<file path="config.mk">
export PLATFORM = sky130hd
export DESIGN_NAME = il1_replace
export DESIGN_NICKNAME = d
export VERILOG_FILES = /design/src/design/il1_pkg.sv /design/src/design/il1_replace.sv
export VERILOG_INCLUDE_DIRS = /design/src /design/src/design
export SDC_FILE = /design/constraint.sdc
export NUM_CORES = 1
export LEC_CHECK = 0
export CAP_MARGIN = 20
export CELL_PAD_IN_SITES_DETAIL_PLACEMENT = 0
export CELL_PAD_IN_SITES_GLOBAL_PLACEMENT = 2
export CORE_ASPECT_RATIO = 1.2
export CORE_MARGIN = 3
export CORE_UTILIZATION = 30
export DETAILED_ROUTE_END_ITERATION = 16
export DONT_BUFFER_PORTS = 1
export HOLD_SLACK_MARGIN = 0.1
export PLACE_DENSITY_LB_ADDON = 0.1
export SYNTH_ARGS = -nofsm -noshare
export SYNTH_HDL_FRONTEND = slang
export SYNTH_SLANG_ARGS = --single-unit
</file>
<file path="constraint.sdc">
create_clock -name cache_clk -period 2.2 [get_ports cache_clk]
set_input_delay 0.66 -clock cache_clk [delete_from_list [all_inputs] [get_ports cache_clk]]
set_output_delay 0.66 -clock cache_clk [all_outputs]
set_load 0.03 [all_outputs]
</file>
<file path="src/design/il1_config.svh">
//==========================================================================
// IL1 cache configuration
// Geometry and width macros for the level-1 instruction cache
//==========================================================================

`ifndef IL1_CONFIG_SVH
`define IL1_CONFIG_SVH

// Two ways, tied to the single LRU bit per set
`define IL1_WAYS 2

// Sets in each way
`define IL1_SETS 16

// Instruction words per cache line
`define IL1_WORDS 4

// Byte address width
`define IL1_ADDR_W 32

// Instruction word width
`define IL1_WORD_W 32

`endif
</file>
<file path="src/design/il1_pkg.sv">
//==========================================================================
// IL1 shared types
// Address fields, storage payloads and controller states
//==========================================================================

`default_nettype none

`include "il1_config.svh"

package il1_pkg;

	localparam int OFFSET_W = $clog2(`IL1_WORDS);
	localparam int INDEX_W  = $clog2(`IL1_SETS);
	localparam int BYTE_W   = $clog2(`IL1_WORD_W / 8);
	localparam int TAG_W    = `IL1_ADDR_W - INDEX_W - OFFSET_W - BYTE_W;

	typedef logic [`IL1_WORD_W-1:0]       word_t;
	typedef logic [`IL1_ADDR_W-1:0]       addr_t;
	typedef logic [INDEX_W-1:0]           index_t;
	typedef logic [OFFSET_W-1:0]          offset_t;
	typedef logic [TAG_W-1:0]             tag_t;
	typedef word_t [`IL1_WORDS-1:0]       line_t;
	typedef logic [$clog2(`IL1_WAYS)-1:0] way_t;

	typedef enum logic [2:0] {
		IDLE,
		LOOKUP,
		RESPOND,
		REFILL_REQ,
		REFILL_WAIT,
		FILL_TAG,
		INV_LOOKUP,
		INV_DONE
	} il1_state_t;

	// Address split: tag | index | word | byte
	function automatic index_t addr_index(input addr_t a);
		return a[BYTE_W+OFFSET_W +: INDEX_W];
	endfunction

	function automatic offset_t addr_offset(input addr_t a);
		return a[BYTE_W +: OFFSET_W];
	endfunction

	function automatic tag_t addr_tag(input addr_t a);
		return a[`IL1_ADDR_W-1 -: TAG_W];
	endfunction

endpackage

`default_nettype wire

</file>
<file path="src/design/il1_replace.sv">
//==========================================================================
// IL1 replacement
// One LRU bit per set and victim selection, invalid ways first
//==========================================================================

`timescale 1ns/1ps
`default_nettype none

`include "il1_config.svh"

module il1_replace (
	input  wire logic                 cache_clk,
	input  wire logic                 rst_n,
	input  wire il1_pkg::index_t      index,
	input  wire logic [`IL1_WAYS-1:0] set_valid,
	input  wire logic                 touch_en,
	input  wire il1_pkg::way_t        touch_way,
	output il1_pkg::way_t             victim_way
);

	// Each bit names the way to replace next
	logic [`IL1_SETS-1:0] lru;

	always_ff @(posedge cache_clk or negedge rst_n)
	begin
		if (!rst_n)
			lru <= '0;
		else if (touch_en)
			lru[index] <= ~touch_way;
	end

	always_comb
	begin
		if (!set_valid[0])
			victim_way = 1'b0;
		else if (!set_valid[1])
			victim_way = 1'b1;
		else
			victim_way = lru[index];
	end

endmodule

`default_nettype wire

</file>
## Yosys cells after proc, flatten, opt, wreduce, memory -nomap -nowiden

Index checks and enable logic that the tools add are counted.

- Word-level logic and storage cells: 12
- Flip-flop bits (word level): 16

- Muxes and demuxes: 7
- Reductions and logical operators: 1
- $lt $le $gt $ge: 2
- Bitwise logic cells: 1

Operators by type and width:

| operator | number |
|---|---|
| $bwmux W16 | 1 |
| $lt A4 B5 Y1 const B | 1 |
| $bmux W1 S4 | 1 |
| $demux W1 S4 | 1 |
| $ge A4 B1 Y1 const B | 1 |
| $mux W1 | 4 |
| $logic_and A1 B1 Y1 | 1 |
| $not A1 Y1 | 1 |

## Longest topological paths before layout

- Word-level depth: 5
- Mapped depth: 5
- Gate-level depth less buffers: 4

## Worst setup path after synthesis

OpenSTA, ideal clock, no wires.

- Kind: in2out
- Start: in index[3]
- End: out victim_way
- Slack: -0.294 ns
- Arrival time: 1.834 ns
- Data required time: 1.540 ns
- Stages on the path: 5
- Path through: buf_2 nand2_1 nor3_1 a41oi_1 a41oi_1

- Word-level cells in the longest chain between the ends: 4

Ends and longest elaborated chain:

| element | line | text |
|---|---|---|
| start: declaration | il1_replace.sv:14 | `input wire il1_pkg::index_t index,` |
| $bmux W1 S4 | il1_replace.sv:39 | `victim_way = lru[index];` |
| $mux W1 (not written as such) | il1_replace.sv:39 |  |
| $mux W1 | il1_replace.sv:36 | `else if (!set_valid[1])` |
| $mux W1 | il1_replace.sv:34 | `if (!set_valid[0])` |
| end: declaration | il1_replace.sv:18 | `output il1_pkg::way_t victim_way` |

No other way between the ends. The select of a mux whose other input is x is not followed.

## Final worst setup path

- Start: reg lru[0]
- End: out victim_way

- Word-level cells in the longest chain between the ends: 4

Ends and longest elaborated chain:

| element | line | text |
|---|---|---|
| start: declaration | il1_replace.sv:22 | `` logic [`IL1_SETS-1:0] lru; `` |
| start signal: indexed assignment | il1_replace.sv:29 | `lru[index] <= ~touch_way;` |
| $bmux W1 S4 | il1_replace.sv:39 |  |
| $mux W1 (not written as such) | il1_replace.sv:39 |  |
| $mux W1 | il1_replace.sv:36 |  |
| $mux W1 | il1_replace.sv:34 |  |

No other way between the ends. The select of a mux whose other input is x is not followed.

==> flow_metrics.py <==
metrics = {
    "status": {
        "status": "complete, but fails checks",
        "violations_in_the_final_reports": "setup timing",
    },
    "worst_setup_path": {
        "reg2reg_to": "lru[7]",
        "critical_path.startpoint_type": "flop",
        "critPathMaxFanout": 2,
        "cp-end-kind": "output pin",
        "timing.reg2reg.worst_path_depth": 2,
        "regToRegSetupSlack_ns": 1.53,
        "timing_worst_setup_path_type": "flop to output pin",
        "worstPathArrival_ns": 1.55,
        "critical_path_required_ns": 1.54,
        "crit_start": "lru[0]",
        "critical_path.reg2reg.startpoint": "lru[7]",
        "setup.worst_path.end": "victim_way",
    },
    "die": {
        "floorplan.rows": 20,
        "core_box_area_um2": 2600,
        "die_y_um": 64.2,
        "floorplan.initialDensity_pct": 32.5,
        "width_of_the_die_um": 54.5,
        "top_level_ports": 11,
        "die_area_um2": 3500,
    },
    "timing": {
        "final_critical_path_setup_slack_ns": -0.00758,
        "timing.final.crit_share_pct": 100,
        "timing.max_slew.rel_slack_pct": 49.6,
        "report.final.setup_viol": 1,
        "max_freq_mhz": 453,
        "worstMarginPinSlew_ns": 0.753,
        "layout_min_cycle_time_ns": 2.21,
        "final_hold_viol_count": 0,
        "grt_setup_unrepaired": "true",
        "fin_worst_skew_ns": 0,
        "slew_violations": 0,
    },
    "power": {
        "power-per-cell-area_nw_per_um2": 735,
        "share_comb_of_total_power_pct": 20.6,
        "sequential_share_of_power_pct": 56.7,
        "p_int_uw": 486,
        "share_clk_of_total_power_pct": 22.7,
        "power.switching_uw": 185,
        "irDropWorstVdd_mv": 0.335,
        "net_switching_fraction_of_the_power_pct": 27.6,
        "static-leakage-power_uw": 0.000335,
    },
    "placement": {
        "place_congestion": 0.704,
        "placedCellCount": 105,
        "detailedPlacementHpwl_um": 1340,
        "dpl_worst_slack_ns": -0.00592,
        "io_port_bufs": 0,
    },
    "layout": {
        "finish.cell_count_without_fillers": 109,
        "proportion_of_layout_cells_with_a_drive_suffix_above_1_pct": 14.5,
        "layout_common_cells": "sky130_fd_sc_hd__o31ai_1 (16), sky130_fd_sc_hd__dfrtp_1 (16), sky130_fd_sc_hd__o21ai_0 (13)",
        "antenna_cells": 0,
        "largest_registers": "lru (16)",
        "layout.core_utilization_pct": 35.0,
        "area_growth_pct": 7.68,
        "regMostFlops": "lru",
        "largest_register_ffs": 16,
        "layout.nets": 88,
    },
    "min_path": {
        "hold_path.class": "primary input to flop",
    },
    "clock_network": {
        "max-clock-path-buffers": 2,
        "cts_setup_buffers": 0,
        "number_of_h_tree_levels": 1,
        "tritoncts_clock_tree": "built",
        "clock_tree.root_cell": "sky130_fd_sc_hd__clkbuf_4",
        "post_cts_resized": 0,
        "numCtsBuffers": 3,
        "clk_latency_ns": 0.28,
        "clk_pin_slew_ns": 0.09,
        "cts_num_sinks": 16,
    },
    "synthesis": {
        "synthCells": 78,
        "synth_sequential_area_ratio_pct": 47.3,
        "netlist.area_leader.share_pct": 47.3,
        "postSynthRegisterBits": 16,
        "synth_area_um2": 847,
        "synth_area_leader_cell": "sky130_fd_sc_hd__dfrtp_1",
        "synth.avg_cell_area_um2": 10.9,
        "synth.lib_cells_used.distinct": 23,
        "synth_warn": 0,
        "postSynthNetCount": 88,
        "largest_cells_by_area_after_synthesis": "sky130_fd_sc_hd__dfrtp_1 (47%), sky130_fd_sc_hd__o31ai_1 (14%), sky130_fd_sc_hd__o21ai_0 (7.7%)",
    },
    "route": {
        "vias_per_cell": 5.39,
        "drt-wirelength-per-cell_um": 17.3,
        "via_count": 588,
        "route.detailed.drc": 0,
        "drt_first_iter_violations": 33,
        "detail_route.wirelength_um": 1890,
        "remaining_number_of_nets_flagged_by_the_antenna_check_after_routing": 0,
        "drtPass1Iterations": 4,
    },
    "run": {
        "max-cap-violations": 0,
    },
    "global_routing": {
        "grt_pass1_vias": 590,
        "grtUsageMet3_pct": 4.20,
        "antenna_found_initial": 0,
        "top_usage_layer": "met2",
        "grt.met1_usage_pct": 17.1,
        "grt_util_all_layers_pct": 12.5,
        "grt_first_pass_wirelength_um": 3060,
        "grt_remaining_overflow": 0,
        "grt_start_max_net_pins": 17,
        "met2_usage_pct": 17.5,
    },
}
-- how the worst min path moves through the flow --
stage               startpoint     end  cells after the start
CTS                  touch_way  lru[7]                      1
global route         touch_way  lru[4]                      1
detailed placement       rst_n  lru[0]                      0
global placement         rst_n  lru[1]                      0
finish               touch_way  lru[7]                      1
floorplan                rst_n  lru[0]                      0
-- what timing repair did --
action                                  in CTS  in global routing
cloned                                       0                  0
pin swaps                                    0                  0
hold buffers                                 1                  0
endpoints found under the setup margin       1                  1
endpoints found under the hold margin       16                  0
-- power groups by stage --
stage	sequential, µW	combinational (µW)	clock (µW)
2_1_floorplan	377	128	0
3_3_place_gp	389	130	0
3_5_place_dp	388	132	0
4_1_cts	382	140	163
5_1_grt	390	157	184
6_report	380	138	152
-- Yosys cell counts --
cell type,number
sky130_fd_sc_hd__inv_1,1
sky130_fd_sc_hd__buf_4,1
sky130_fd_sc_hd__nor3_1,1
sky130_fd_sc_hd__nand2_1,1
sky130_fd_sc_hd__o211ai_2,1
sky130_fd_sc_hd__dfrtp_1,16
sky130_fd_sc_hd__buf_1,1
sky130_fd_sc_hd__o31ai_1,16
sky130_fd_sc_hd__o21ai_1,3
sky130_fd_sc_hd__or3b_1,1
sky130_fd_sc_hd__nand3_1,1
sky130_fd_sc_hd__buf_6,2
sky130_fd_sc_hd__buf_2,1
sky130_fd_sc_hd__nand2b_1,3
sky130_fd_sc_hd__mux2_2,1
sky130_fd_sc_hd__a31oi_1,1
sky130_fd_sc_hd__o21ai_0,13
sky130_fd_sc_hd__or2_0,1
sky130_fd_sc_hd__mux4_2,2
sky130_fd_sc_hd__mux2i_1,3
sky130_fd_sc_hd__nand3b_1,3
sky130_fd_sc_hd__a41oi_1,2
sky130_fd_sc_hd__clkbuf_1,3
-- routing by layer --
metal | wire length (µm) | part of all wire [%]
met3 | 133 | 7.0
met4 | 13 | 0.69
met2 | 846 | 45
met5 | 0 | 0
met1 | 895 | 47
-- cells by family (layout without fill, tap and decap cells) --
group	after synthesis	count (layout)	share of synthesized area, %
AOI/OAI and AO/OA	36	36	27.9
buffers and inverters	9	7	6.35
DFF	16	16	47.3
muxes	6	6	10.2
and+or+nand+nor	11	11	8.27
-- per-stage QoR --
step                      instance area, µm²  TNS (ns)  hold slack [ns]  total power [µW]
after floorplan                          873   -0.0952            0.364               505
after global placement                   880         0            0.365               519
after detailed placement                 880  -0.00592            0.365               521
after CTS                                912   -0.0296            0.453               685
after global routing                     912   -0.0918            0.434               731
final                                    912  -0.00758            0.465               671
-- area by class of cell --
class                      instances  area [µm²]
multi-input combinational         53         419
fill                             279        1690
clock buffer                       3        22.5
timing repair buffer               3        25.0
inverter                           1        3.75
tap                               33        41.3
sequential                        16         400
-- worst max-delay path: stages, from the launching register on --
cell and delay [ns]:
sky130_fd_sc_hd__dfrtp_1 0.40, sky130_fd_sc_hd__mux4_2 0.47, sky130_fd_sc_hd__o211ai_2 0.20, sky130_fd_sc_hd__a41oi_4 0.20
Power figures use the tool's default switching activity.
