===== config.mk =====
export PLATFORM = sky130hd
export DESIGN_NAME = il1_tag_array
export DESIGN_NICKNAME = d
export VERILOG_FILES = /design/src/design/il1_pkg.sv /design/src/design/il1_tag_array.sv /design/src/design/il1_sram.sv
export VERILOG_INCLUDE_DIRS = /design/src /design/src/design
export SDC_FILE = /design/constraint.sdc
export NUM_CORES = 1
export LEC_CHECK = 0
export BUFFER_PORTS_ARGS = -buffer_cell sky130_fd_sc_hd__buf_2
export CAP_MARGIN = 10
export CORE_MARGIN = 2
export CORE_UTILIZATION = 35
export DETAILED_ROUTE_END_ITERATION = 12
export SYNTH_ARGS = -nofsm -noshare
export SYNTH_HDL_FRONTEND = slang
export SYNTH_SLANG_ARGS = --single-unit

===== constraint.sdc =====
create_clock -name cache_clk -period 7 [get_ports cache_clk]
set_clock_uncertainty 0.05 [all_clocks]
set_input_delay 2.1 -clock cache_clk [delete_from_list [all_inputs] [get_ports cache_clk]]
set_output_delay 2.1 -clock cache_clk [all_outputs]
set_load 0.005 [all_outputs]

===== src/design/il1_config.svh =====
//==========================================================================
// IL1 cache configuration
// Geometry and width macros for the level-1 instruction cache
//==========================================================================

`ifndef IL1_CONFIG_SVH
`define IL1_CONFIG_SVH

// Two ways, tied to the single LRU bit per set
`define IL1_WAYS 2

// Sets in each way
`define IL1_SETS 16

// Instruction words per cache line
`define IL1_WORDS 4

// Byte address width
`define IL1_ADDR_W 32

// Instruction word width
`define IL1_WORD_W 32

`endif

===== src/design/il1_pkg.sv =====
//==========================================================================
// IL1 shared types
// Address fields, storage payloads and controller states
//==========================================================================

`default_nettype none

`include "il1_config.svh"

package il1_pkg;

	localparam int OFFSET_W = $clog2(`IL1_WORDS);
	localparam int INDEX_W  = $clog2(`IL1_SETS);
	localparam int BYTE_W   = $clog2(`IL1_WORD_W / 8);
	localparam int TAG_W    = `IL1_ADDR_W - INDEX_W - OFFSET_W - BYTE_W;

	typedef logic [`IL1_WORD_W-1:0]       word_t;
	typedef logic [`IL1_ADDR_W-1:0]       addr_t;
	typedef logic [INDEX_W-1:0]           index_t;
	typedef logic [OFFSET_W-1:0]          offset_t;
	typedef logic [TAG_W-1:0]             tag_t;
	typedef word_t [`IL1_WORDS-1:0]       line_t;
	typedef logic [$clog2(`IL1_WAYS)-1:0] way_t;

	typedef enum logic [2:0] {
		IDLE,
		LOOKUP,
		RESPOND,
		REFILL_REQ,
		REFILL_WAIT,
		FILL_TAG,
		INV_LOOKUP,
		INV_DONE
	} il1_state_t;

	// Address split: tag | index | word | byte
	function automatic index_t addr_index(input addr_t a);
		return a[BYTE_W+OFFSET_W +: INDEX_W];
	endfunction

	function automatic offset_t addr_offset(input addr_t a);
		return a[BYTE_W +: OFFSET_W];
	endfunction

	function automatic tag_t addr_tag(input addr_t a);
		return a[`IL1_ADDR_W-1 -: TAG_W];
	endfunction

endpackage

`default_nettype wire


===== src/design/il1_tag_array.sv =====
//==========================================================================
// IL1 tag array
// Per-way tag SRAMs, valid flops, tag compare and hit-way encode
//==========================================================================

`timescale 1ns/1ps
`default_nettype none

`include "il1_config.svh"

module il1_tag_array (
	input  wire logic            cache_clk,
	input  wire logic            rst_n,
	input  wire logic            lookup_en,
	input  wire il1_pkg::index_t lookup_index,
	input  wire il1_pkg::tag_t   lookup_tag,
	input  wire logic            fill_en,
	input  wire il1_pkg::way_t   fill_way,
	input  wire logic            clear_en,
	input  wire il1_pkg::way_t   clear_way,
	output logic                 hit,
	output il1_pkg::way_t        hit_way,
	output logic [`IL1_WAYS-1:0] set_valid
);

	il1_pkg::index_t                     idx_q;
	il1_pkg::tag_t                       tag_q;
	il1_pkg::tag_t                       tag_rd [`IL1_WAYS];
	logic [`IL1_SETS-1:0][`IL1_WAYS-1:0] valid;
	logic [`IL1_WAYS-1:0]                way_hit;

	// Set under lookup, also the target of fills and clears
	always_ff @(posedge cache_clk or negedge rst_n)
	begin
		if (!rst_n)
			idx_q <= '0;
		else if (lookup_en)
			idx_q <= lookup_index;
	end

	always_ff @(posedge cache_clk)
	begin
		if (lookup_en)
			tag_q <= lookup_tag;
	end

	always_ff @(posedge cache_clk or negedge rst_n)
	begin
		if (!rst_n)
			valid <= '0;
		else if (fill_en)
			valid[idx_q][fill_way] <= 1'b1;
		else if (clear_en)
			valid[idx_q][clear_way] <= 1'b0;
	end

	genvar w;
	generate
		for (w = 0; w < `IL1_WAYS; w++)
		begin : g_way
			logic tag_we;

			assign tag_we = fill_en && (fill_way == il1_pkg::way_t'(w));

			il1_sram #(
				.payload_t (il1_pkg::tag_t),
				.DEPTH     (`IL1_SETS)
			) tag_sram_inst (
				.cache_clk (cache_clk),
				.en        (lookup_en || tag_we),
				.we        (tag_we),
				.addr      (tag_we ? idx_q : lookup_index),
				.wdata     (tag_q),
				.rdata     (tag_rd[w])
			);

			// Valid first so an unwritten tag never hits
			assign way_hit[w] = valid[idx_q][w] && (tag_rd[w] == tag_q);
		end
	endgenerate

	always_comb
	begin
		hit_way = '0;
		for (int i = 0; i < `IL1_WAYS; i++)
			if (way_hit[i])
				hit_way = il1_pkg::way_t'(i);
	end

	assign hit       = |way_hit;
	assign set_valid = valid[idx_q];

	// A line is only ever resident in one way
	one_way_hit_a: assert property (@(posedge cache_clk) disable iff (!rst_n)
		lookup_en |=> $onehot0(way_hit))
		else $error("il1_tag_array: more than one way hits in set %0d", idx_q);

endmodule

`default_nettype wire


===== src/design/il1_sram.sv =====
//==========================================================================
// IL1 single-port SRAM
// Synchronous array with registered read data, generic payload type
//==========================================================================

`timescale 1ns/1ps
`default_nettype none

module il1_sram #(
	parameter type payload_t = logic [31:0],
	parameter int  DEPTH     = 16
) (
	input  wire logic                     cache_clk,
	input  wire logic                     en,
	input  wire logic                     we,
	input  wire logic [$clog2(DEPTH)-1:0] addr,
	input  wire payload_t                 wdata,
	output payload_t                      rdata
);

	payload_t mem [DEPTH];

	// One access per cycle, write or read
	always_ff @(posedge cache_clk)
	begin
		if (en)
		begin
			if (we)
				mem[addr] <= wdata;
			else
				rdata <= mem[addr];
		end
	end

	//======================================================================
	// Checks
	//======================================================================

	addr_known_a: assert property (@(posedge cache_clk) en |-> !$isunknown(addr))
		else $error("il1_sram: address has unknown bits on an enabled access");

endmodule

`default_nettype wire


Word-level counts from Yosys, hierarchy flattened
Memory sizes are Yosys's and may differ from the RTL's. A register that Yosys moved wholly into a read port is not among the register bits. Index checks and enable logic that the tools add are counted.

Flip-flop bits (word level): 60. Memories: 2. Output and inout bits: 4. Memory bits (writable): 768. Input bits: 35.

Memories: g_way[0].tag_sram_inst.mem (words 16, bits a word 24, rd ports 1, clocked after Yosys merged registers in 1, wr ports 1, RTL line il1_sram.sv:21) `payload_t mem [DEPTH];`; g_way[1].tag_sram_inst.mem (words 16, bits a word 24, rd ports 1, clocked after Yosys merged registers in 1, wr ports 1, RTL line il1_sram.sv:21).

Order comparisons: 6. Mux-type cells: 21. Bitwise operators: 6. Eq/ne operators: 2. Reduce and logical (&&, ||, !) cells: 13.

Operators by type and width (number): $mux W32 (2); $eq A24 B24 Y1 (2); $and A32 B32 Y32 (1); $not A32 Y32 (1); $or A32 B32 Y32 (1); $demux W2 S4 (2); $mux W1 (9); $bmux W2 S4 (1); $mux W4 (2); $logic_and A1 B1 Y1 (7); $mux W2 (3); $lt A4 B5 Y1 const B (1); $ge A4 B1 Y1 const B (1); $lt A1 B2 Y1 const B (2); $reduce_and A2 Y1 (2); $not A1 Y1 (3); $demux W1 S1 (2); $ge A1 B1 Y1 const B (2); $logic_or A1 B1 Y1 (2); $reduce_bool A2 Y1 (1); $reduce_or A2 Y1 (1).

Logic depth before layout (Yosys ltp)
Depth after elaboration: 10. Gate-level depth with buffers: 10. Gate-level depth less buffers: 5.

Modules after synthesis
Synthesis repeated with hierarchy kept, for this count alone.

Cell total of the unflattened synthesis: 1593. Area total of the unflattened synthesis: 33796.2 um^2.

By module, submodules not included: il1_sram (area each 15240.9 um^2, times used 2, cells each 640); il1_tag_array (area each 3314.4 um^2, times used 1, cells each 313).

Worst setup path after synthesis
No wires, ideal clock.

Path type: input to register. Start: input fill_en. End: memory g_way[0].tag_sram_inst.mem[3][0] (netlist bit) (enable). Stages on the path: 8. Required time: 6.545 ns. Setup time: 0.405 ns. Setup slack: 2.388 ns. Path buffers: 4. Arrival time: 4.157 ns. Cells stage by stage: buf_4 > and2b_1 > buf_6 > buf_12 > nor3_1 > a21oi_2 > buf_2 > nor2_1.

Longest elaborated chain between the ends: 4. Elaborated cells on any way between the ends: 6. Classes of those cells: 4 x mux; 2 x reduce/logical.

RTL lines: from (decl) (RTL line il1_tag_array.sv:17) `input wire logic fill_en,`; $logic_and A1 B1 Y1 (*) (RTL line il1_tag_array.sv:63) `assign tag_we = fill_en && (fill_way == il1_pkg::way_t'(w));`; $mux W1 or $logic_or A1 B1 Y1 (tied branches) (RTL line il1_sram.sv:28, il1_tag_array.sv:70); $mux W1 (RTL line il1_sram.sv:26) `if (en)`; $mux W1 (implied by the code) (RTL line il1_sram.sv:29) `mem[addr] <= wdata;`; to (decl) (RTL line il1_sram.sv:21).

Every way passes the cells marked *; elsewhere a longest branch is shown, timed or not.

Worst setup path in the final report
Start: register tag_q[17]. End: output hit.

Longest elaborated chain between the ends: 3. Elaborated cells on any way between the ends: 5. Classes of those cells: 2 x eq/ne; 3 x reduce/logical.

RTL lines: from (decl) (RTL line il1_tag_array.sv:27) `il1_pkg::tag_t tag_q;`; from (signal assigned) (RTL line il1_tag_array.sv:44) `tag_q <= lookup_tag;`; $eq A24 B24 Y1 (RTL line il1_tag_array.sv:78) `assign way_hit[w] = valid[idx_q][w] && (tag_rd[w] == tag_q);`; $logic_and A1 B1 Y1 (RTL line il1_tag_array.sv:78); $reduce_or A2 Y1 (*) (RTL line il1_tag_array.sv:90) `assign hit = |way_hit;`; to (decl) (RTL line il1_tag_array.sv:21) `output logic hit,`.

Marks and branches as above.

==> results.py <==
metrics = {
    "yosys": {
        "ys_warn_count": 0,
        "ys_seq_area_frac": 0.795,
        "netlist-cell-type-count": 43,
        "syn_nets": 1953,
        "ys_async_sr_fraction": 0.0411,
        "ys.flop_type": "edfxtp_1",
        "synth_edf_count": 840,
        "avgSynthCellArea_um2": 17.1,
        "syn-cell-area_um2": 32900,
        "ys_ff_latch": 876,
        "synthCells": 1918,
    },
    "floorplanning": {
        "rows": 112,
        "fp.dieW_um": 310,
        "start_util": 0.353,
        "die_h_um": 310,
        "dieArea_um2": 96300,
        "coreArea_um2": 93200,
        "ioPinCount": 39,
    },
    "layout": {
        "antenna_cells": 0,
        "drive_gt1_frac": 0.131,
        "nets": 2005,
        "nFillCells": 8259,
        "design_area_um2": 37500,
        "area_growth_pct": 14.0,
    },
    "drt": {
        "drt-total-wl_mm": 82.1,
        "drt_iter0_markers": 1944,
        "routed-via-count": 18400,
        "routedWlPerCell_um": 25.0,
        "dr.pass1.iters": 6,
        "viasPerCell": 5.59,
        "route.detailed.drc": 0,
        "ant_nets": 0,
    },
    "sta": {
        "fmax_mhz": 176,
        "setup_tns_ns": 0,
        "hold_viol_final": 0,
        "rsz0062_at_grt": "no",
        "slew_headroom": 0.194,
        "min_period_ns": 5.68,
        "setup_viol": 0,
        "tightest_slew_ns": 1.21,
        "post-route-period-util": 0.811,
        "drv_slew": 0,
    },
    "run_status": {
        "status": "completed",
    },
    "worst_setup_path": {
        "path_cells": "xnor2_1 > nand4_1 > nor4_1 > and4_1 > a21o_1 > buf_2",
        "critPathSlowestCell": "edfxtp_1",
        "r2r_start": "idx_q[1]$_DFFE_PN0P_",
        "endpoint_kind": "output pin",
        "ff2ff_path_depth": 6,
        "arrival_ns": 3.53,
        "crit_type": "flip-flop to output pin",
        "worstPathRequired_ns": 4.85,
        "timing.rr.end": "g_way[1].tag_sram_inst.rdata[0]$_DFFE_PP_",
        "critPathLaunchType": "flip-flop",
        "critPathMaxFanout": 19,
        "slowest_delay_ns": 0.96,
        "reg2reg_setup_slack_ns": 3.17,
    },
    "hold_path": {
        "hold_depth": 2,
        "hold_class": "flip-flop to flip-flop",
        "min_from": "valid[6]$_DFFE_PN0P_",
        "min_to": "valid[6]$_DFFE_PN0P_",
    },
    "placed_design": {
        "io_buffers": 38,
        "gp_congestion": 0.772,
        "placed_area_um2": 34800,
        "post-dp-hpwl_mm": 42.2,
    },
    "power_and_ir_drop": {
        "leakagePower_nw": 11.4,
        "p_per_area_nw_per_um2": 297,
        "ir_drop_v": 0.000168,
    },
    "cts": {
        "cts.sinks": 876,
        "cts_tree": "built",
        "clockBufferDepth": 3,
        "post_cts_buffers": 0,
        "hold_buffers": 0,
        "clk_pin_slew_ns": 0.06,
        "cts_buffers": 84,
        "insertion_delay_ns": 0.63,
        "htree_levels": 3,
        "postCtsResizedCells": 0,
        "cts_root_buffer": "clkbuf_16",
    },
    "global_routing": {
        "antenna_found_initial": 6,
        "grt-ovfl-total": 0,
        "grt_pass1_wl_mm": 119,
        "grt_max_degree": 97,
        "track_usage": 0.168,
        "grt_pass1_vias": 18300,
    },
    "job": {
        "maxCapViolCount": 0,
    },
}
[metal layers]
metal | track usage | vias up | routed length, um | part of all wire
met3 | 0.0294 | 140 | 5500 | 0.067
met1 | 0.236 | 9515 | 35700 | 0.43
met2 | 0.272 | 723 | 39200 | 0.48
met5 | 0 | - | 39 | 0.00048
li1 | - | 7981 | - | -
met4 | 0.0409 | 6 | 1750 | 0.021
[cells in the final DEF, fill, tap and decap left out, drive strengths merged]
cell type,instances
edfxtp,840
a22oi,388
a21oi,200
clkbuf,108
buf,87
o21ai,71
nor2,56
or4,48
dfrtp,36
nand2,33
clkinv,28
xnor2,24
xor2,24
a31oi,12
nand4,8
mux4,8
nor4,7
bufinv,6
nor2b,6
nand2b,5
mux2,4
nand3,4
a41oi,4
inv,4
nand4b,3
nand4bb,3
nor3,3
clkinvlp,3
o31ai,2
and2,2
and2b,1
or4b,1
and4,1
a21o,1
o21bai,1
[cells in the mapped netlist, types with 8 or more instances]
| cell type | instances | area [um2] |
|---|---|---|
| mux4_2 | 8 | 180 |
| or4_1 | 48 | 360 |
| xor2_1 | 24 | 210 |
| nor2_1 | 56 | 210 |
| a31oi_1 | 12 | 75.1 |
| o21ai_0 | 65 | 325 |
| nand4_1 | 8 | 50.1 |
| buf_2 | 40 | 200 |
| buf_4 | 8 | 60.1 |
| edfxtp_1 | 840 | 25200 |
| a21oi_1 | 192 | 961 |
| clkbuf_1 | 63 | 236 |
| a22oi_1 | 388 | 2910 |
| xnor2_1 | 24 | 210 |
| nand2_1 | 33 | 124 |
| dfrtp_1 | 36 | 901 |
[kinds of logic (layout without fill, tap and decap cells)]
kind of cell | after synthesis | in the layout | share of synthesized area
flops | 876 | 876 | 0.795
compound gates | 679 | 679 | 0.137
simple gates | 181 | 181 | 0.0302
buf+inv | 122 | 236 | 0.0182
xor+xnor | 48 | 48 | 0.0128
mux | 12 | 12 | 0.00685
[state kept, by name, summed over array words and instances (netlist names)]
signal	cells
tag_q	24
idx_q	4
valid	32
g_way.tag_sram_inst.mem	768
g_way.tag_sram_inst.rdata	48
[per-stage QoR]
stage / instances / setup WS, ns / hold WS [ns] / utilization / power (mW)
after detailed placement: 3137 / 1.28 / 0.461 / 0.373 / 6.82
after CTS: 3285 / 1.17 / 0.472 / 0.402 / 11.2
final: 3286 / 1.32 / 0.474 / 0.402 / 11.1
after global placement: 3137 / 1.39 / 0.446 / 0.373 / 6.80
after global routing: 3286 / 1.18 / 0.504 / 0.402 / 11.5
after floorplan: 1918 / 2.39 / 0.425 / - / 6.50
[worst max path at each step]
stage	from	to	slack, ns	cells past startpoint
floorplan	fill_en	g_way[0].tag_sram_inst.mem[3][0]$_DFFE_PP_	2.39	8
global placement	fill_way	g_way[1].tag_sram_inst.rdata[18]$_DFFE_PP_	1.39	7
detailed placement	fill_way	g_way[1].tag_sram_inst.rdata[17]$_DFFE_PP_	1.28	7
CTS	tag_q[15]$_DFFE_PP_	hit	1.17	6
global route	tag_q[23]$_DFFE_PP_	hit	1.18	7
finish	tag_q[17]$_DFFE_PP_	hit	1.32	6
[worst max-delay path: cells and delay by family, from the launching register on]
family / cells / cell delay, ns
compound gates: 1 / 0.31
xor+xnor: 1 / 0.21
buf+inv: 1 / 0.18
flops: 1 / 0.96
simple gates: 3 / 1.23
[power breakdown]
part | total [mW] | internal (mW) | switching, mW
Combinational | 0.761 | 0.220 | 0.541
Clock | 4.42 | 2.51 | 1.91
Sequential | 5.95 | 5.90 | 0.0576
[layout make-up]
cell class                      count  area [um2]  area share
Sequential cell                   876       26100       0.697
Multi-Input combinational cell    920        6480       0.173
Clock buffer                      108        2270      0.0605
Tap cell                         1254        1570      0.0419
Timing Repair Buffer               87         653      0.0174
Clock inverter                     40         378      0.0101
Inverter                            1        3.75    0.000100
Power figures use the tool's default switching activity.
