==> src/design/il1_config.svh <==
//==========================================================================
// IL1 cache configuration
// Geometry and width macros for the level-1 instruction cache
//==========================================================================

`ifndef IL1_CONFIG_SVH
`define IL1_CONFIG_SVH

// Two ways, tied to the single LRU bit per set
`define IL1_WAYS 2

// Sets in each way
`define IL1_SETS 16

// Instruction words per cache line
`define IL1_WORDS 4

// Byte address width
`define IL1_ADDR_W 32

// Instruction word width
`define IL1_WORD_W 32

`endif
==> src/design/il1_pkg.sv <==
//==========================================================================
// IL1 shared types
// Address fields, storage payloads and controller states
//==========================================================================

`default_nettype none

`include "il1_config.svh"

package il1_pkg;

	localparam int OFFSET_W = $clog2(`IL1_WORDS);
	localparam int INDEX_W  = $clog2(`IL1_SETS);
	localparam int BYTE_W   = $clog2(`IL1_WORD_W / 8);
	localparam int TAG_W    = `IL1_ADDR_W - INDEX_W - OFFSET_W - BYTE_W;

	typedef logic [`IL1_WORD_W-1:0]       word_t;
	typedef logic [`IL1_ADDR_W-1:0]       addr_t;
	typedef logic [INDEX_W-1:0]           index_t;
	typedef logic [OFFSET_W-1:0]          offset_t;
	typedef logic [TAG_W-1:0]             tag_t;
	typedef word_t [`IL1_WORDS-1:0]       line_t;
	typedef logic [$clog2(`IL1_WAYS)-1:0] way_t;

	typedef enum logic [2:0] {
		IDLE,
		LOOKUP,
		RESPOND,
		REFILL_REQ,
		REFILL_WAIT,
		FILL_TAG,
		INV_LOOKUP,
		INV_DONE
	} il1_state_t;

	// Address split: tag | index | word | byte
	function automatic index_t addr_index(input addr_t a);
		return a[BYTE_W+OFFSET_W +: INDEX_W];
	endfunction

	function automatic offset_t addr_offset(input addr_t a);
		return a[BYTE_W +: OFFSET_W];
	endfunction

	function automatic tag_t addr_tag(input addr_t a);
		return a[`IL1_ADDR_W-1 -: TAG_W];
	endfunction

endpackage

`default_nettype wire

==> src/design/il1_controller.sv <==
//==========================================================================
// IL1 controller
// FSM for lookup, four-word refill, tag fill and invalidate, plus the
// fetch, invalidate and refill handshakes
//==========================================================================

`timescale 1ns/1ps
`default_nettype none

module il1_controller (
	input  wire logic             cache_clk,
	input  wire logic             rst_n,
	input  wire logic             fetch_req,
	input  wire il1_pkg::addr_t   pc,
	output logic                  fetch_ack,
	input  wire logic             inv_req,
	input  wire il1_pkg::addr_t   inv_addr,
	output logic                  inv_ack,
	output logic                  mem_req,
	output il1_pkg::addr_t        mem_addr,
	input  wire logic             mem_ack,
	input  wire il1_pkg::word_t   mem_rdata,
	input  wire logic             hit,
	input  wire il1_pkg::way_t    hit_way,
	input  wire il1_pkg::way_t    victim_way,
	// Tag array
	output logic                  lookup_en,
	output il1_pkg::index_t       lookup_index,
	output il1_pkg::tag_t         lookup_tag,
	output logic                  fill_en,
	output il1_pkg::way_t         fill_way,
	output logic                  clear_en,
	output il1_pkg::way_t         clear_way,
	// Data array
	output logic                  line_rd_en,
	output il1_pkg::offset_t      lookup_offset,
	output logic                  word_we,
	output il1_pkg::offset_t      word_offset,
	output il1_pkg::word_t        fill_word,
	// Replacement
	output logic                  touch_en,
	output il1_pkg::way_t         touch_way
);

	il1_pkg::il1_state_t state;
	il1_pkg::il1_state_t state_next;
	il1_pkg::addr_t      addr_q;
	il1_pkg::addr_t      lookup_addr;
	il1_pkg::offset_t    word_cnt;
	il1_pkg::way_t       victim_q;
	logic                tag_written;
	logic                start;

	//======================================================================
	// State machine
	//======================================================================

	always_ff @(posedge cache_clk or negedge rst_n)
	begin
		if (!rst_n)
			state <= il1_pkg::IDLE;
		else
			state <= state_next;
	end

	always_comb
	begin
		state_next = state;
		case (state)
			// Invalidate wins when both requests are up
			il1_pkg::IDLE:
				if (inv_req)
					state_next = il1_pkg::INV_LOOKUP;
				else if (fetch_req)
					state_next = il1_pkg::LOOKUP;
			il1_pkg::LOOKUP:
				state_next = hit ? il1_pkg::RESPOND : il1_pkg::REFILL_REQ;
			il1_pkg::RESPOND:
				if (!fetch_req)
					state_next = il1_pkg::IDLE;
			il1_pkg::REFILL_REQ:
				if (mem_ack)
					state_next = il1_pkg::REFILL_WAIT;
			il1_pkg::REFILL_WAIT:
				if (!mem_ack)
					state_next = (word_cnt == '1) ? il1_pkg::FILL_TAG : il1_pkg::REFILL_REQ;
			// Tag write first and a fresh read of both arrays after it
			il1_pkg::FILL_TAG:
				if (tag_written)
					state_next = il1_pkg::LOOKUP;
			il1_pkg::INV_LOOKUP:
				state_next = il1_pkg::INV_DONE;
			il1_pkg::INV_DONE:
				if (!inv_req)
					state_next = il1_pkg::IDLE;
			default:
				state_next = il1_pkg::IDLE;
		endcase
	end

	//======================================================================
	// Request and refill bookkeeping
	//======================================================================

	assign start       = (state == il1_pkg::IDLE) && (inv_req || fetch_req);
	assign lookup_addr = (state == il1_pkg::IDLE) ? (inv_req ? inv_addr : pc) : addr_q;

	always_ff @(posedge cache_clk or negedge rst_n)
	begin
		if (!rst_n)
			addr_q <= '0;
		else if (start)
			addr_q <= lookup_addr;
	end

	always_ff @(posedge cache_clk or negedge rst_n)
	begin
		if (!rst_n)
		begin
			word_cnt    <= '0;
			victim_q    <= '0;
			tag_written <= 1'b0;
		end
		else
		begin
			// Victim fixed for the whole refill
			if (state == il1_pkg::LOOKUP && !hit)
			begin
				victim_q <= victim_way;
				word_cnt <= '0;
			end
			else if (word_we)
				word_cnt <= word_cnt + 1'b1;
			tag_written <= (state == il1_pkg::FILL_TAG) && !tag_written;
		end
	end

	// Word taken on the edge that sees mem_ack high
	always_ff @(posedge cache_clk)
	begin
		if (state == il1_pkg::REFILL_REQ && mem_ack)
			fill_word <= mem_rdata;
	end

	//======================================================================
	// Array and port controls
	//======================================================================

	assign lookup_index  = il1_pkg::addr_index(lookup_addr);
	assign lookup_tag    = il1_pkg::addr_tag(lookup_addr);
	assign lookup_offset = il1_pkg::addr_offset(lookup_addr);

	assign lookup_en  = start || (state == il1_pkg::FILL_TAG && tag_written);
	// Line reads for fetches and for the merge of each refill word
	assign line_rd_en = (start && !inv_req) || (state == il1_pkg::REFILL_REQ)
		|| (state == il1_pkg::FILL_TAG && tag_written);

	assign fill_en     = (state == il1_pkg::FILL_TAG) && !tag_written;
	assign fill_way    = victim_q;
	assign clear_en    = (state == il1_pkg::INV_LOOKUP) && hit;
	assign clear_way   = hit_way;
	assign word_we     = (state == il1_pkg::REFILL_WAIT) && !mem_ack;
	assign word_offset = word_cnt;
	assign touch_en    = ((state == il1_pkg::LOOKUP) && hit) || fill_en;
	assign touch_way   = fill_en ? victim_q : hit_way;

	assign fetch_ack = (state == il1_pkg::RESPOND);
	assign inv_ack   = (state == il1_pkg::INV_DONE);
	assign mem_req   = (state == il1_pkg::REFILL_REQ);
	assign mem_addr  = {il1_pkg::addr_tag(addr_q), il1_pkg::addr_index(addr_q), word_cnt,
		{il1_pkg::BYTE_W{1'b0}}};

	// Refill request and word address held until memory answers
	mem_req_held_a: assert property (@(posedge cache_clk) disable iff (!rst_n)
		mem_req && !mem_ack |=> mem_req && $stable(mem_addr))
		else $error("il1_controller: mem_req or mem_addr changed before mem_ack rose");

	fetch_ack_rise_a: assert property (@(posedge cache_clk) disable iff (!rst_n)
		$rose(fetch_ack) |-> $past(fetch_req))
		else $error("il1_controller: fetch_ack rose without a fetch request");

endmodule

`default_nettype wire

==> config.mk <==
export PLATFORM = sky130hd
export DESIGN_NAME = il1_controller
export DESIGN_NICKNAME = d
export VERILOG_FILES = /design/src/design/il1_pkg.sv /design/src/design/il1_controller.sv
export VERILOG_INCLUDE_DIRS = /design/src /design/src/design
export SDC_FILE = /design/constraint.sdc
export NUM_CORES = 1
export LEC_CHECK = 0
export CAP_MARGIN = 20
export CORE_AREA = 3 3 114 105
export CTS_CLUSTER_SIZE = 8
export DETAILED_ROUTE_END_ITERATION = 8
export DIE_AREA = 0 0 117 108
export DONT_BUFFER_PORTS = 1
export PLACE_DENSITY = 0.47
export SLEW_MARGIN = 10
export SYNTH_ARGS = -nofsm -noshare
export SYNTH_HDL_FRONTEND = slang
export SYNTH_SLANG_ARGS = --single-unit
==> constraint.sdc <==
create_clock -name cache_clk -period 3.67 [get_ports cache_clk]
set_clock_uncertainty 0.05 [all_clocks]
set_input_delay 0.734 -clock cache_clk [delete_from_list [all_inputs] [get_ports cache_clk]]
set_output_delay 0.734 -clock cache_clk [all_outputs]
set_load 0.01 [all_outputs]
### Yosys cells after proc, flatten, opt, wreduce, memory -nomap -nowiden

Index checks and enable logic that the tools add are counted.

* register bits after elaboration: 71
* bits of input ports: 104
* output and inout port bits: 108

* add/subtract/negate cells: 1
* equality and inequality tests: 14
* muxes and demuxes: 15
* reductions and logical operators: 22

Operator list (count)
* $mux 32: 2
* $mux 3: 8
* $pmux 3 s8: 1
* $eq 3x3->1 const B: 4
* $logic_and 1x1->1: 9
* $ne 2x2->1 const B: 4
* $eq 3x2->1 const B: 2
* $reduce_and 6->1: 1
* $logic_or 1x1->1: 5
* $logic_not 1->1: 4
* $mux 2: 2
* $eq 3x1->1 const B: 1
* $logic_not 3->1: 1
* $ne 3x3->1 const B: 1
* $add 2x1->2 const B: 1
* $eq 2x2->1 const B: 1
* $mux 1: 2
* $ne 2x1->1 const B: 1
* $reduce_and 2->1: 1
* $reduce_bool 2->1: 1

### Longest topological paths before layout

Gate-level depths: netlist of run 1.

* word-level depth: 5
* gate-level depth with buffers: 7

### Worst setup path after synthesis of run 1

No wires, ideal clock.

* path type: flip-flop to flip-flop
* start: register state[0]
* end: register fill_word[0] (enable)
* setup time: 392 ps
* data arrival time: 1862 ps
* setup slack: 1366 ps
* stages on the path, launching flop included: 6
* cells stage by stage: dfrtp_1 -> buf_2 -> buf_2 -> nand2_1 -> nor2_1 -> and2_1

* longest elaborated chain between the ends: 2

Ends and longest elaborated chain
* start, declared: RTL line il1_controller.sv:45 `il1_pkg::il1_state_t state;`
* start signal, assigned: RTL line il1_controller.sv:61 `state <= il1_pkg::IDLE;`
* start signal, assigned: RTL line il1_controller.sv:63 `state <= state_next;`
* $eq 3x2->1
* named net mem_req: RTL line il1_controller.sv:19 `output logic mem_req,`
* $logic_and 1x1->1: RTL line il1_controller.sv:141 `if (state == il1_pkg::REFILL_REQ && mem_ack)`
* end signal, assigned: RTL line il1_controller.sv:142 `fill_word <= mem_rdata;`
* end, declared: RTL line il1_controller.sv:39 `output il1_pkg::word_t fill_word,`

The timed path passes the listed nets, and every way through them passes these cells.
A chain may end at the register's enable or synchronous reset.

### Worst setup path in the final report of run 1

* start: register state[0]
* end: output port touch_way

* longest elaborated chain between the ends: 3

Ends and longest elaborated chain
* $eq 3x3->1: RTL line il1_controller.sv:158 `assign fill_en = (state == il1_pkg::FILL_TAG) && !tag_written;`
* $logic_and 1x1->1: RTL line il1_controller.sv:158
* named net fill_en: RTL line il1_controller.sv:30 `output logic fill_en,`
* $mux 1: RTL line il1_controller.sv:165 `assign touch_way = fill_en ? victim_q : hit_way;`
* end, declared: RTL line il1_controller.sv:42 `output il1_pkg::way_t touch_way`

The timed path passes the listed nets, and every way through them passes these cells.

==> results of run 1 <==
-- area by class of cell --
cell class | instances | area share (%)
repair buffers | 8 | 1.53
clock inverters | 6 | 2.23
clock buffers | 10 | 5.82
inverters | 3 | 0.286
multi-input cells | 235 | 37.9
flip-flops and latches | 69 | 48.0
well taps | 133 | 4.23
-- metal layers --
layer	global-route usage (%)	up-vias	share of wire [%]
met4	3.77	0	0.94
met1	16.9	1282	39
met3	4.42	10	6.6
li1	-	1251	-
met2	25.3	97	53
met5	0	-	0
-- how the worst max path moves through the flow --
stage	end	cells after the start	startpoint
detailed placement	touch_way	4	state[0]
floorplan	fill_word[0]	5	state[0]
global placement	touch_way	4	state[0]
CTS	touch_way	4	state[0]
global route	touch_way	4	state[0]
finish	touch_way	4	state[0]
-- placed cells by master (no fill, tap or decap), types with 5 or more instances in the layout --
cell type	count
sky130_fd_sc_hd__nor3_1	5
sky130_fd_sc_hd__buf_4	8
sky130_fd_sc_hd__a21oi_1	64
sky130_fd_sc_hd__dfrtp_1	37
sky130_fd_sc_hd__o22ai_1	58
sky130_fd_sc_hd__mux2i_1	31
sky130_fd_sc_hd__nand2_1	6
sky130_fd_sc_hd__nor2_1	38
sky130_fd_sc_hd__clkbuf_16	9
sky130_fd_sc_hd__edfxtp_1	32
-- power breakdown --
group / leakage [nW] / switching, mW / internal (mW)
logic: 0.609 / 0.871 / 0.536
clock network: 0.156 / 0.315 / 0.594
registers: 0.733 / 0.382 / 1.08
total: 1.50 / 1.57 / 2.21
-- cells by family after synthesis --
| family | count (synthesis) | share of synthesized area (%) |
|---|---|---|
| AO/OA/AOI/OAI | 135 | 21.1 |
| XOR/XNOR | 1 | 0.231 |
| adder cells (fa/ha/maj) | 1 | 0.330 |
| buffers and inverters | 67 | 10.9 |
| flip-flops | 69 | 49.8 |
| multiplexers | 36 | 9.88 |
| other | 1 | 0.0990 |
| AND/OR/NAND/NOR | 60 | 7.63 |
-- worst register-to-register path, stage by stage, from the launching register on --
cell	delay, ns
sky130_fd_sc_hd__dfrtp_1	0.56
sky130_fd_sc_hd__nor3_4	0.21
sky130_fd_sc_hd__buf_4	0.38
sky130_fd_sc_hd__nand2_1	0.27
sky130_fd_sc_hd__buf_4	0.30
sky130_fd_sc_hd__o22ai_1	0.18
sky130_fd_sc_hd__a21oi_1	0.06
-- registers in the layout, summed over array words and instances, names as in the netlist --
name         cells
tag_written      1
word_offset      2
fill_way         1
fill_word       32
addr_q          30
state            3
==> results.md, run 1 <==
Yosys:
- In the post-synthesis netlist, the cell with the most instances is sky130_fd_sc_hd__a21oi_1.
- Yosys mapped the design onto 39 distinct sky130hd cell types.
- The number of warnings reported in the yosys synthesis log is 0.
- The async set-reset flop share out of synthesis is 53.6%.
- The synthesized netlist cell count is 370.
- The count of flip-flops with a built-in enable after synthesis is 32.
- For this run, the register share of the synthesized area comes to 49.8%.
- The average size of a mapped cell is about 10 um^2.
- The post-synth design cell area is 0.00379 mm^2.
- Of the post-synthesis cell area, the dominant cell type holds 25.4%.
- In the synthesized netlist the dominant register cell turns out to be sky130_fd_sc_hd__dfrtp_1.
- The commonest cells after synthesis are sky130_fd_sc_hd__a21oi_1 (64), sky130_fd_sc_hd__o22ai_1 (58), sky130_fd_sc_hd__nor2_1 (38), sky130_fd_sc_hd__dfrtp_1 (37), sky130_fd_sc_hd__buf_4 (34).
- Ranked by total cell area, the synthesized netlist is headed by sky130_fd_sc_hd__edfxtp_1 (25%), sky130_fd_sc_hd__dfrtp_1 (24%), sky130_fd_sc_hd__o22ai_1 (9.6%).
- sky130_fd_sc_hd__edfxtp_1 takes more of the synthesized area than any other cell.
- After synthesis the netlist holds a flip-flop and latch count of 69.

Clocking:
- The number of resized instances in the post-cts repair step is 0.
- Counting along the longest clock path gives a buffer depth of 2.
- The number of CTS-inserted buffers is 9.
- The buffer count from post-CTS setup fixing is 0.
- For the worst-skew pair, the clock arrives at the later sink with an insertion delay of ~0.33 ns.
- The number of buffers inserted for hold repair after clock tree synthesis is 0.
- TritonCTS built the clock tree.
- CTS built an H-tree with a depth of 3.
- Clock-pin slew was measured on the worst setup and hold paths at 0.06 ns.
- The clock drives 69 sinks.
- The cell at the root of the clock tree is sky130_fd_sc_hd__clkbuf_16.

Timing:
- Setup violations remaining at the end of the flow were counted as 0.
- The number of max-slew violations in the final report is 0.
- Measured against its own limit, the worst slew margin works out to around 63%.
- The smallest hold slack is 0.0521 ns.
- The transition time of the tightest slew-check pin is 0.543 ns.
- For this run, the top clock speed supported by timing is 0.364 GHz.
- Setup repair after global routing left no endpoint under its margin.
- After routing, the total negative slack on setup checks comes to 0 ns.
- The minimum period implied by the final worst setup slack is 2.75 ns.
- The fraction of the cycle the final worst path needs is 74.8%.
- The final-report hold violation count is 0.
- The minimum setup slack in the final design is 0.923 ns.

Worst setup path:
- The arrival time reported for the critical path endpoint is ~2 ns.
- The category of the worst setup path launch point is a register.
- The end of the worst register-to-register path is addr_q[12].
- The number of cells on the worst reg-to-reg path is 6.
- For this design, the slowest cell found on the critical path is sky130_fd_sc_hd__nor3_1.
- In this run the worst path has a maximum fanout of 17.
- Among cell families on the critical path, the largest total delay comes from simple AND/OR/NAND/NOR gates.
- The startpoint identified for the worst register-to-register timing path is state[1].
- The kind of critical path is register to output port.
- The delay of the slowest cell on the worst path is 0.45 ns.
- Walking the worst path, the cells encountered are buf_4 > nand2_1 > nor3_1 > mux2_1.
- The register-to-register setup slack is between 1.5 and 2 ns.
- STA puts the critical path data required time at 2.89 ns.
- The category of the worst setup path capture point is an output port.
- The buffer and inverter count on the worst path is 1.

Final layout:
- The area of combinational cells with multiple inputs is 0.00149 mm^2.
- The total of fill cells in the finished design is between 1000 and 1500.
- The final non-filler cell area is 0.00393 mm^2.
- The area taken by flip-flops and latches is 0.00189 mm^2.
- In the final design database the tool counted roughly 430 nets.
- The ratio of cells with drive above 1 in the final layout is 9.97%.
- The post-route non-filler standard cell count is around 460.
- The final design utilization is 36.4%.
- The repair_antennas step left the layout with diodes totalling 0.
- The area added between synthesis and finish is 3.83%.

Floorplanning:
- In this run the core area contains 36 standard-cell rows.
- approximately 210 I/O pins were placed.
- In this run the horizontal extent of the chip is approximately 120 um.
- The height of the chip is around 110 um.
- The die covers 0.0126 mm^2.
- Once the floorplan was initialized, standard cells occupied 35.0% of the core.
- The floorplan step defined a core boundary enclosing 0.0108 mm^2.

Route:
- The total detailed-routing wirelength is 9670 um.
- The total DRC errors in the routed layout is 0.
- In this run, the number of DRC markers left after iteration 0 of detailed routing was 82.
- The total number of vias is 2640.
- After detailed routing, the number of vias per cell comes to 5.69.
- The remaining antenna violation count after routing is 0.
- The average wire length per cell after detail routing is 20.8 um.
- The length of the first detailed-routing pass in iterations is 4.

Placement:
- The cell area after placement is 0.00361 mm^2.
- The worst slack at placement is 1.24 ns.
- At the end of routability-driven placement, the weighted congestion stood at 0.725.
- Including well taps, the total number of placed cells is 448.
- The detailed-placement wirelength estimate is 6820 um.
- The number of I/O port buffers is 0.

GRT:
- The number of antenna violations at the first check in global routing is 0.
- The first global-routing pass estimated 14000 um of wire.
- The via count of the first global-routing pass came to between 2000 and 3000.
- The pin count of the biggest net entering global routing is 54.
- The overall overflow remaining after global route is 0.
- The total routing resource utilization after global routing is 14.4%.

Outcome:
- The flow ran to the end, and the final reports show no timing, DRC or antenna violations.

Pwr:
- The completed layout was analyzed and its total power is 3.77 mW.
- The areal power density over the cells is 960 mW/mm^2.
- The worst-case IR drop observed on VDD is 0.381 mV.
- The static power due to leakage is ~1.5 nW.

Min path:
- The min-delay analysis places its worst path in the category primary input to async pin.

Job:
- The count of maximum capacitance violations is 0.
(Power assumes the default switching activity.)
==> run 2, diff against run 1 <==
--- a/config.mk
+++ b/config.mk
@@ -6,11 +6,12 @@
 export SDC_FILE = /design/constraint.sdc
 export NUM_CORES = 1
 export LEC_CHECK = 0
+export ABC_AREA = 1
 export CAP_MARGIN = 20
-export CORE_AREA = 3 3 114 105
+export CORE_AREA = 3 3 113 104
 export CTS_CLUSTER_SIZE = 8
 export DETAILED_ROUTE_END_ITERATION = 8
-export DIE_AREA = 0 0 117 108
+export DIE_AREA = 0 0 116 107
 export DONT_BUFFER_PORTS = 1
 export PLACE_DENSITY = 0.47
 export SLEW_MARGIN = 10
==> constraint.sdc (replaced) <==
create_clock -name cache_clk -period 2.8 [get_ports cache_clk]
set_clock_uncertainty 0.05 [all_clocks]
set_input_delay 0.56 -clock cache_clk [delete_from_list [all_inputs] [get_ports cache_clk]]
set_output_delay 0.56 -clock cache_clk [all_outputs]
set_load 0.01 [all_outputs]
==> run 2 against run 1 <==
Cell count grew 9.9%. Combinational power grew 23%. Die area shrank 1.8%. Wire length shrank 8.7%. Final area shrank 1.6%. Count of clock-buffer cells in the layout grew 1. First-iteration DRC count grew 65%. Critical path type unchanged. Largest power group unchanged.
==> results.md, run 2 <==
Placement:
- The worst slack at placement is 0.617 ns (-0.624 ns).
- The number of I/O port buffers came to 0 (unchanged).
- The detailed-placement wirelength estimate is 6220 um (-8.8%).
- The global placer's final weighted congestion is 0.771 (+6.4%).

Worst setup path:
- The launching element of the worst setup path is state[0].
- The worst setup path is captured at an output port.
- The worst path required time came to 2.19 ns (-0.70 ns).
- The slowest stage cell on the critical path is sky130_fd_sc_hd__dfrtp_1.
- The category of the worst setup path launch point is a register.
- The arrival time reported for the critical path endpoint is 1.89 ns (-0.07 ns).
- The critical path is of the register to output port type.
- The delay of the slowest cell on the worst path is 0.53 ns (+0.08 ns).
- The worst reg2reg path startpoint is state[0].
- The signal on the critical path passes through nor2_4 > nand2_4 > buf_4 > o21ai_2.
- On the critical path the largest part of the delay comes from flip-flops.
- The buffer and inverter count on the worst path is 1 (unchanged).
- The highest fanout seen on the critical path is 26 (+9).

Timing:
- The smallest hold slack is 0.0215 ns (-0.0306 ns).
- After layout, the minimum clock period comes to about 2.5 ns.
- The headroom to the max-slew limit was 63.9% (+0.67 points).
- Setup repair after global routing left no endpoint under its margin.
- The final-report setup violation count is 0 (unchanged).
- The number of max-slew violations in the final report is 0 (unchanged).
- The sum of negative setup slack is 0 ns (unchanged).
- Based on the critical path, the design can be clocked at up to ~0.4 GHz.
- After layout, the worst path uses about nine tenths of the clock period.
- The final-report hold violation count is 0 (unchanged).
- The minimum setup slack in the final design came to 0.296 ns (-0.628 ns).
- The transition time of the tightest slew-check pin was 0.536 ns (-0.00729 ns).

Yosys:
- The unique cell type count in the Yosys netlist is 26 (-33%).
- The area share of the leading cell type in the synthesized netlist was 25.9% (+0.50 points).
- By count the netlist is led by sky130_fd_sc_hd__nand2_1 (108), sky130_fd_sc_hd__o21ai_0 (65), sky130_fd_sc_hd__buf_4 (37), sky130_fd_sc_hd__dfrtp_1 (37), sky130_fd_sc_hd__edfxtp_1 (32).
- The most frequently used flop master after synthesis is sky130_fd_sc_hd__dfrtp_1.
- Among all cell types in the netlist, the one instantiated most often is sky130_fd_sc_hd__nand2_1.
- The count of flip-flops with a built-in enable after synthesis came to 32 (unchanged).
- The post-synth design cell area is 0.00371 mm^2 (-1.9%).
- The average size of a mapped cell is 9.12 um^2 (-11%).
- The flip-flop and latch count after synthesis came to 69 (unchanged).
- The synthesized netlist cell count is 407 (+10%).
- The proportion of synthesized chip area in sequential cells is 50.8% (+0.97 points).
- The async set-reset flop share out of synthesis is 53.6% (unchanged).
- The biggest area consumer among synthesized cells is sky130_fd_sc_hd__edfxtp_1.
- The number of warnings reported in the yosys synthesis log is 0 (unchanged).
- After synthesis, the cell types taking the most area are sky130_fd_sc_hd__edfxtp_1 (26%), sky130_fd_sc_hd__dfrtp_1 (25%), sky130_fd_sc_hd__nand2_1 (11%).

Floorplanning:
- The top-level I/O count is 212 (unchanged).
- The chip width is 116 um (-0.85%).
- The initial core utilization is 34.6% (-0.38 points).
- The core footprint was 0.0107 mm^2 (-0.83%).
- The overall die area came to 0.0124 mm^2 (-1.8%).
- The height of the chip was 107 um (-0.93%).
- The number of rows in the core area is 36 (unchanged).

Clocking:
- The number of clock sinks seen by CTS is 69 (unchanged).
- The clock slew at the register clock pins of the worst setup and hold paths came to 0.06 ns (about the same).
- The clock tree from TritonCTS is yes.
- The number of buffers between clock root and the deepest sink was 2 (unchanged).
- The latest clock arrival within the worst-skew pair is 0.32 ns (about the same).
- The cell at the root of the clock tree is sky130_fd_sc_hd__clkbuf_16.
- The number of H-tree branching levels was 3 (unchanged).
- The buffer count from post-CTS setup fixing is 0 (unchanged).
- The number of CTS-inserted buffers is 9 (unchanged).

Final layout:
- The count of nets after finishing is 477 (+11%).
- fill_word holds more flip-flops than any other register.
- The ratio of cells with drive above 1 in the final layout is 24.4% (+14 points).
- The library cell used most frequently in the layout, excluding fill and tap cells, is sky130_fd_sc_hd__nand2_1.
- The total of fill cells in the finished design was 1075 (-1.3%).
- The number of flip-flops under the largest register name is 32 (unchanged).
- The area growth from synthesis to layout is 4.21%.
- The number of antenna repair diodes was 0 (unchanged).
- The library cells used most frequently in the layout, excluding fill and tap cells, are sky130_fd_sc_hd__nand2_1 (108), sky130_fd_sc_hd__o21ai_0 (65), sky130_fd_sc_hd__dfrtp_1 (37), sky130_fd_sc_hd__edfxtp_1 (32).
- The final design utilization is 36.1% (-0.27 points).
- The largest registers in the layout are fill_word x32, addr_q x30, state x3.

GRT:
- The number of antenna violations at the first check in global routing came to 0 (unchanged).
- After global routing, the most crowded layer is met2.
- The met2 capacity usage during global routing came to 22.9% (-2.5 points).
- The met1 track demand over resource is 16.6% (-0.28 points).
- The pin count of the biggest net entering global routing came to 38 (-30%).
- The overall overflow remaining after global route was 0 (unchanged).
- The total routing resource utilization after global routing is 13.9% (-0.47 points).
- The wire length of the first global-routing pass is 13100 um (-6.2%).
- The via count of the first global-routing pass was 2467 (-4.0%).
- The met3 track demand over resource is 5.42% (+1.0 points).

Outcome:
- The flow ran to the end, and the final reports show no timing, DRC or antenna violations.

Route:
- The total number of vias is 2552 (-3.3%).
- The remaining antenna violation count after routing is 0 (unchanged).
- The total DRC errors in the routed layout is 0 (unchanged).
- The total detailed-routing wirelength is 8820 um (-8.7%).
- The average wire length per cell after detail routing came to 17.3 um (-17%).
- The via count normalized by instance count is 5.00 (-12%).
- The length of the first detailed-routing pass in iterations is 6 (+2).
- The first-iteration detailed-routing DRC count is 135 (+65%).

Job:
- The count of maximum capacitance violations is 0 (unchanged).

Min path:
- The path class of the tightest hold or removal check is primary input to async pin.

Pwr:
- The static power due to leakage is 1.64 nW (+9.6%).
- The overall power after layout is 4.47 mW (+19%).
- The worst voltage drop across the vdd grid is 0.500 mV (+31%).
- The areal power density over the cells is 1160 mW/mm^2 (+20%).
run 2: changes by cell type after synthesis, moves of 4 or more:
| cell | delta |
|---|---|
| sky130_fd_sc_hd__o21ai_0 | +63 |
| sky130_fd_sc_hd__o22ai_1 | -58 |
| sky130_fd_sc_hd__inv_1 | +8 |
| sky130_fd_sc_hd__nand3_1 | +15 |
| sky130_fd_sc_hd__clkbuf_1 | +5 |
| sky130_fd_sc_hd__mux2i_1 | -31 |
| sky130_fd_sc_hd__nor3_1 | -4 |
| sky130_fd_sc_hd__nor2_1 | -31 |
| sky130_fd_sc_hd__buf_2 | -17 |
| sky130_fd_sc_hd__o21ai_2 | +30 |
| sky130_fd_sc_hd__or2_2 | +30 |
| sky130_fd_sc_hd__nand2_1 | +102 |
| sky130_fd_sc_hd__a21oi_1 | -63 |
run 2: kinds of logic (layout without fill, tap and decap cells):
family	count (synthesis)	after routing	share of synthesized area [%]
other	1	2	0.101
and+or+nand+nor	172	172	21.1
AOI/OAI and AO/OA	96	96	16.0
adders and majority gates	1	1	0.337
buffers and inverters	68	37	11.7
DFF	69	69	50.8
run 2: worst reg2reg max path: stages, from the launching register on:
cell and delay (ns):
sky130_fd_sc_hd__dfrtp_1 0.60, sky130_fd_sc_hd__nand2_1 0.18, sky130_fd_sc_hd__nor2_1 0.32, sky130_fd_sc_hd__inv_1 0.16
sky130_fd_sc_hd__nor2_2 0.10, sky130_fd_sc_hd__buf_4 0.37
run 2: worst paths after layout:
kind	to	slack (ns)	cells after the start
max	lookup_tag[18]	0.30	4
min	addr_q[27]	0.02	1
max reg2reg	fill_word[12]	0.66	5
min reg2reg	addr_q[2]	0.46	2
max in group asynchronous	addr_q[31]	2.47	1
min in group cache_clk	fill_word[31]	0.28	0
run 2: layout make-up:
cell class	instances	area [um^2]	share of cell area [%]
Sequential cell	69	1890	48.8
Tap cell	133	166	4.30
Timing Repair Buffer	10	100	2.59
Clock inverter	5	28.8	0.744
Multi-Input combinational cell	271	1410	36.3
Clock buffer	11	233	6.01
Inverter	11	48.8	1.26
run 2: repair_timing:
| item | in CTS | in global routing |
|---|---|---|
| gates resized for setup | 0 | 0 |
| hold endpoints to repair | 37 | 0 |
| hold buffers | 1 | 0 |
run 2: routing by layer:
layer | wire (um) | vias up
met2 | 4450 | 103
met5 | 0 | -
met1 | 3700 | 1172
met4 | 71 | 0
met3 | 601 | 6
li1 | - | 1271
run 2: stage by stage:
stage | instances | area [um^2]
after floorplan | 408 | 3720
after global placement | 493 | 3590
after detailed placement | 493 | 3590
after CTS | 510 | 3870
after global routing | 510 | 3870
final | 510 | 3870
run 2: report_power, final:
| group | switching (mW) | internal [mW] |
|---|---|---|
| clock | 0.413 | 0.593 |
| sequential | 0.379 | 1.36 |
| combinational | 1.19 | 0.540 |
| total | 1.98 | 2.49 |
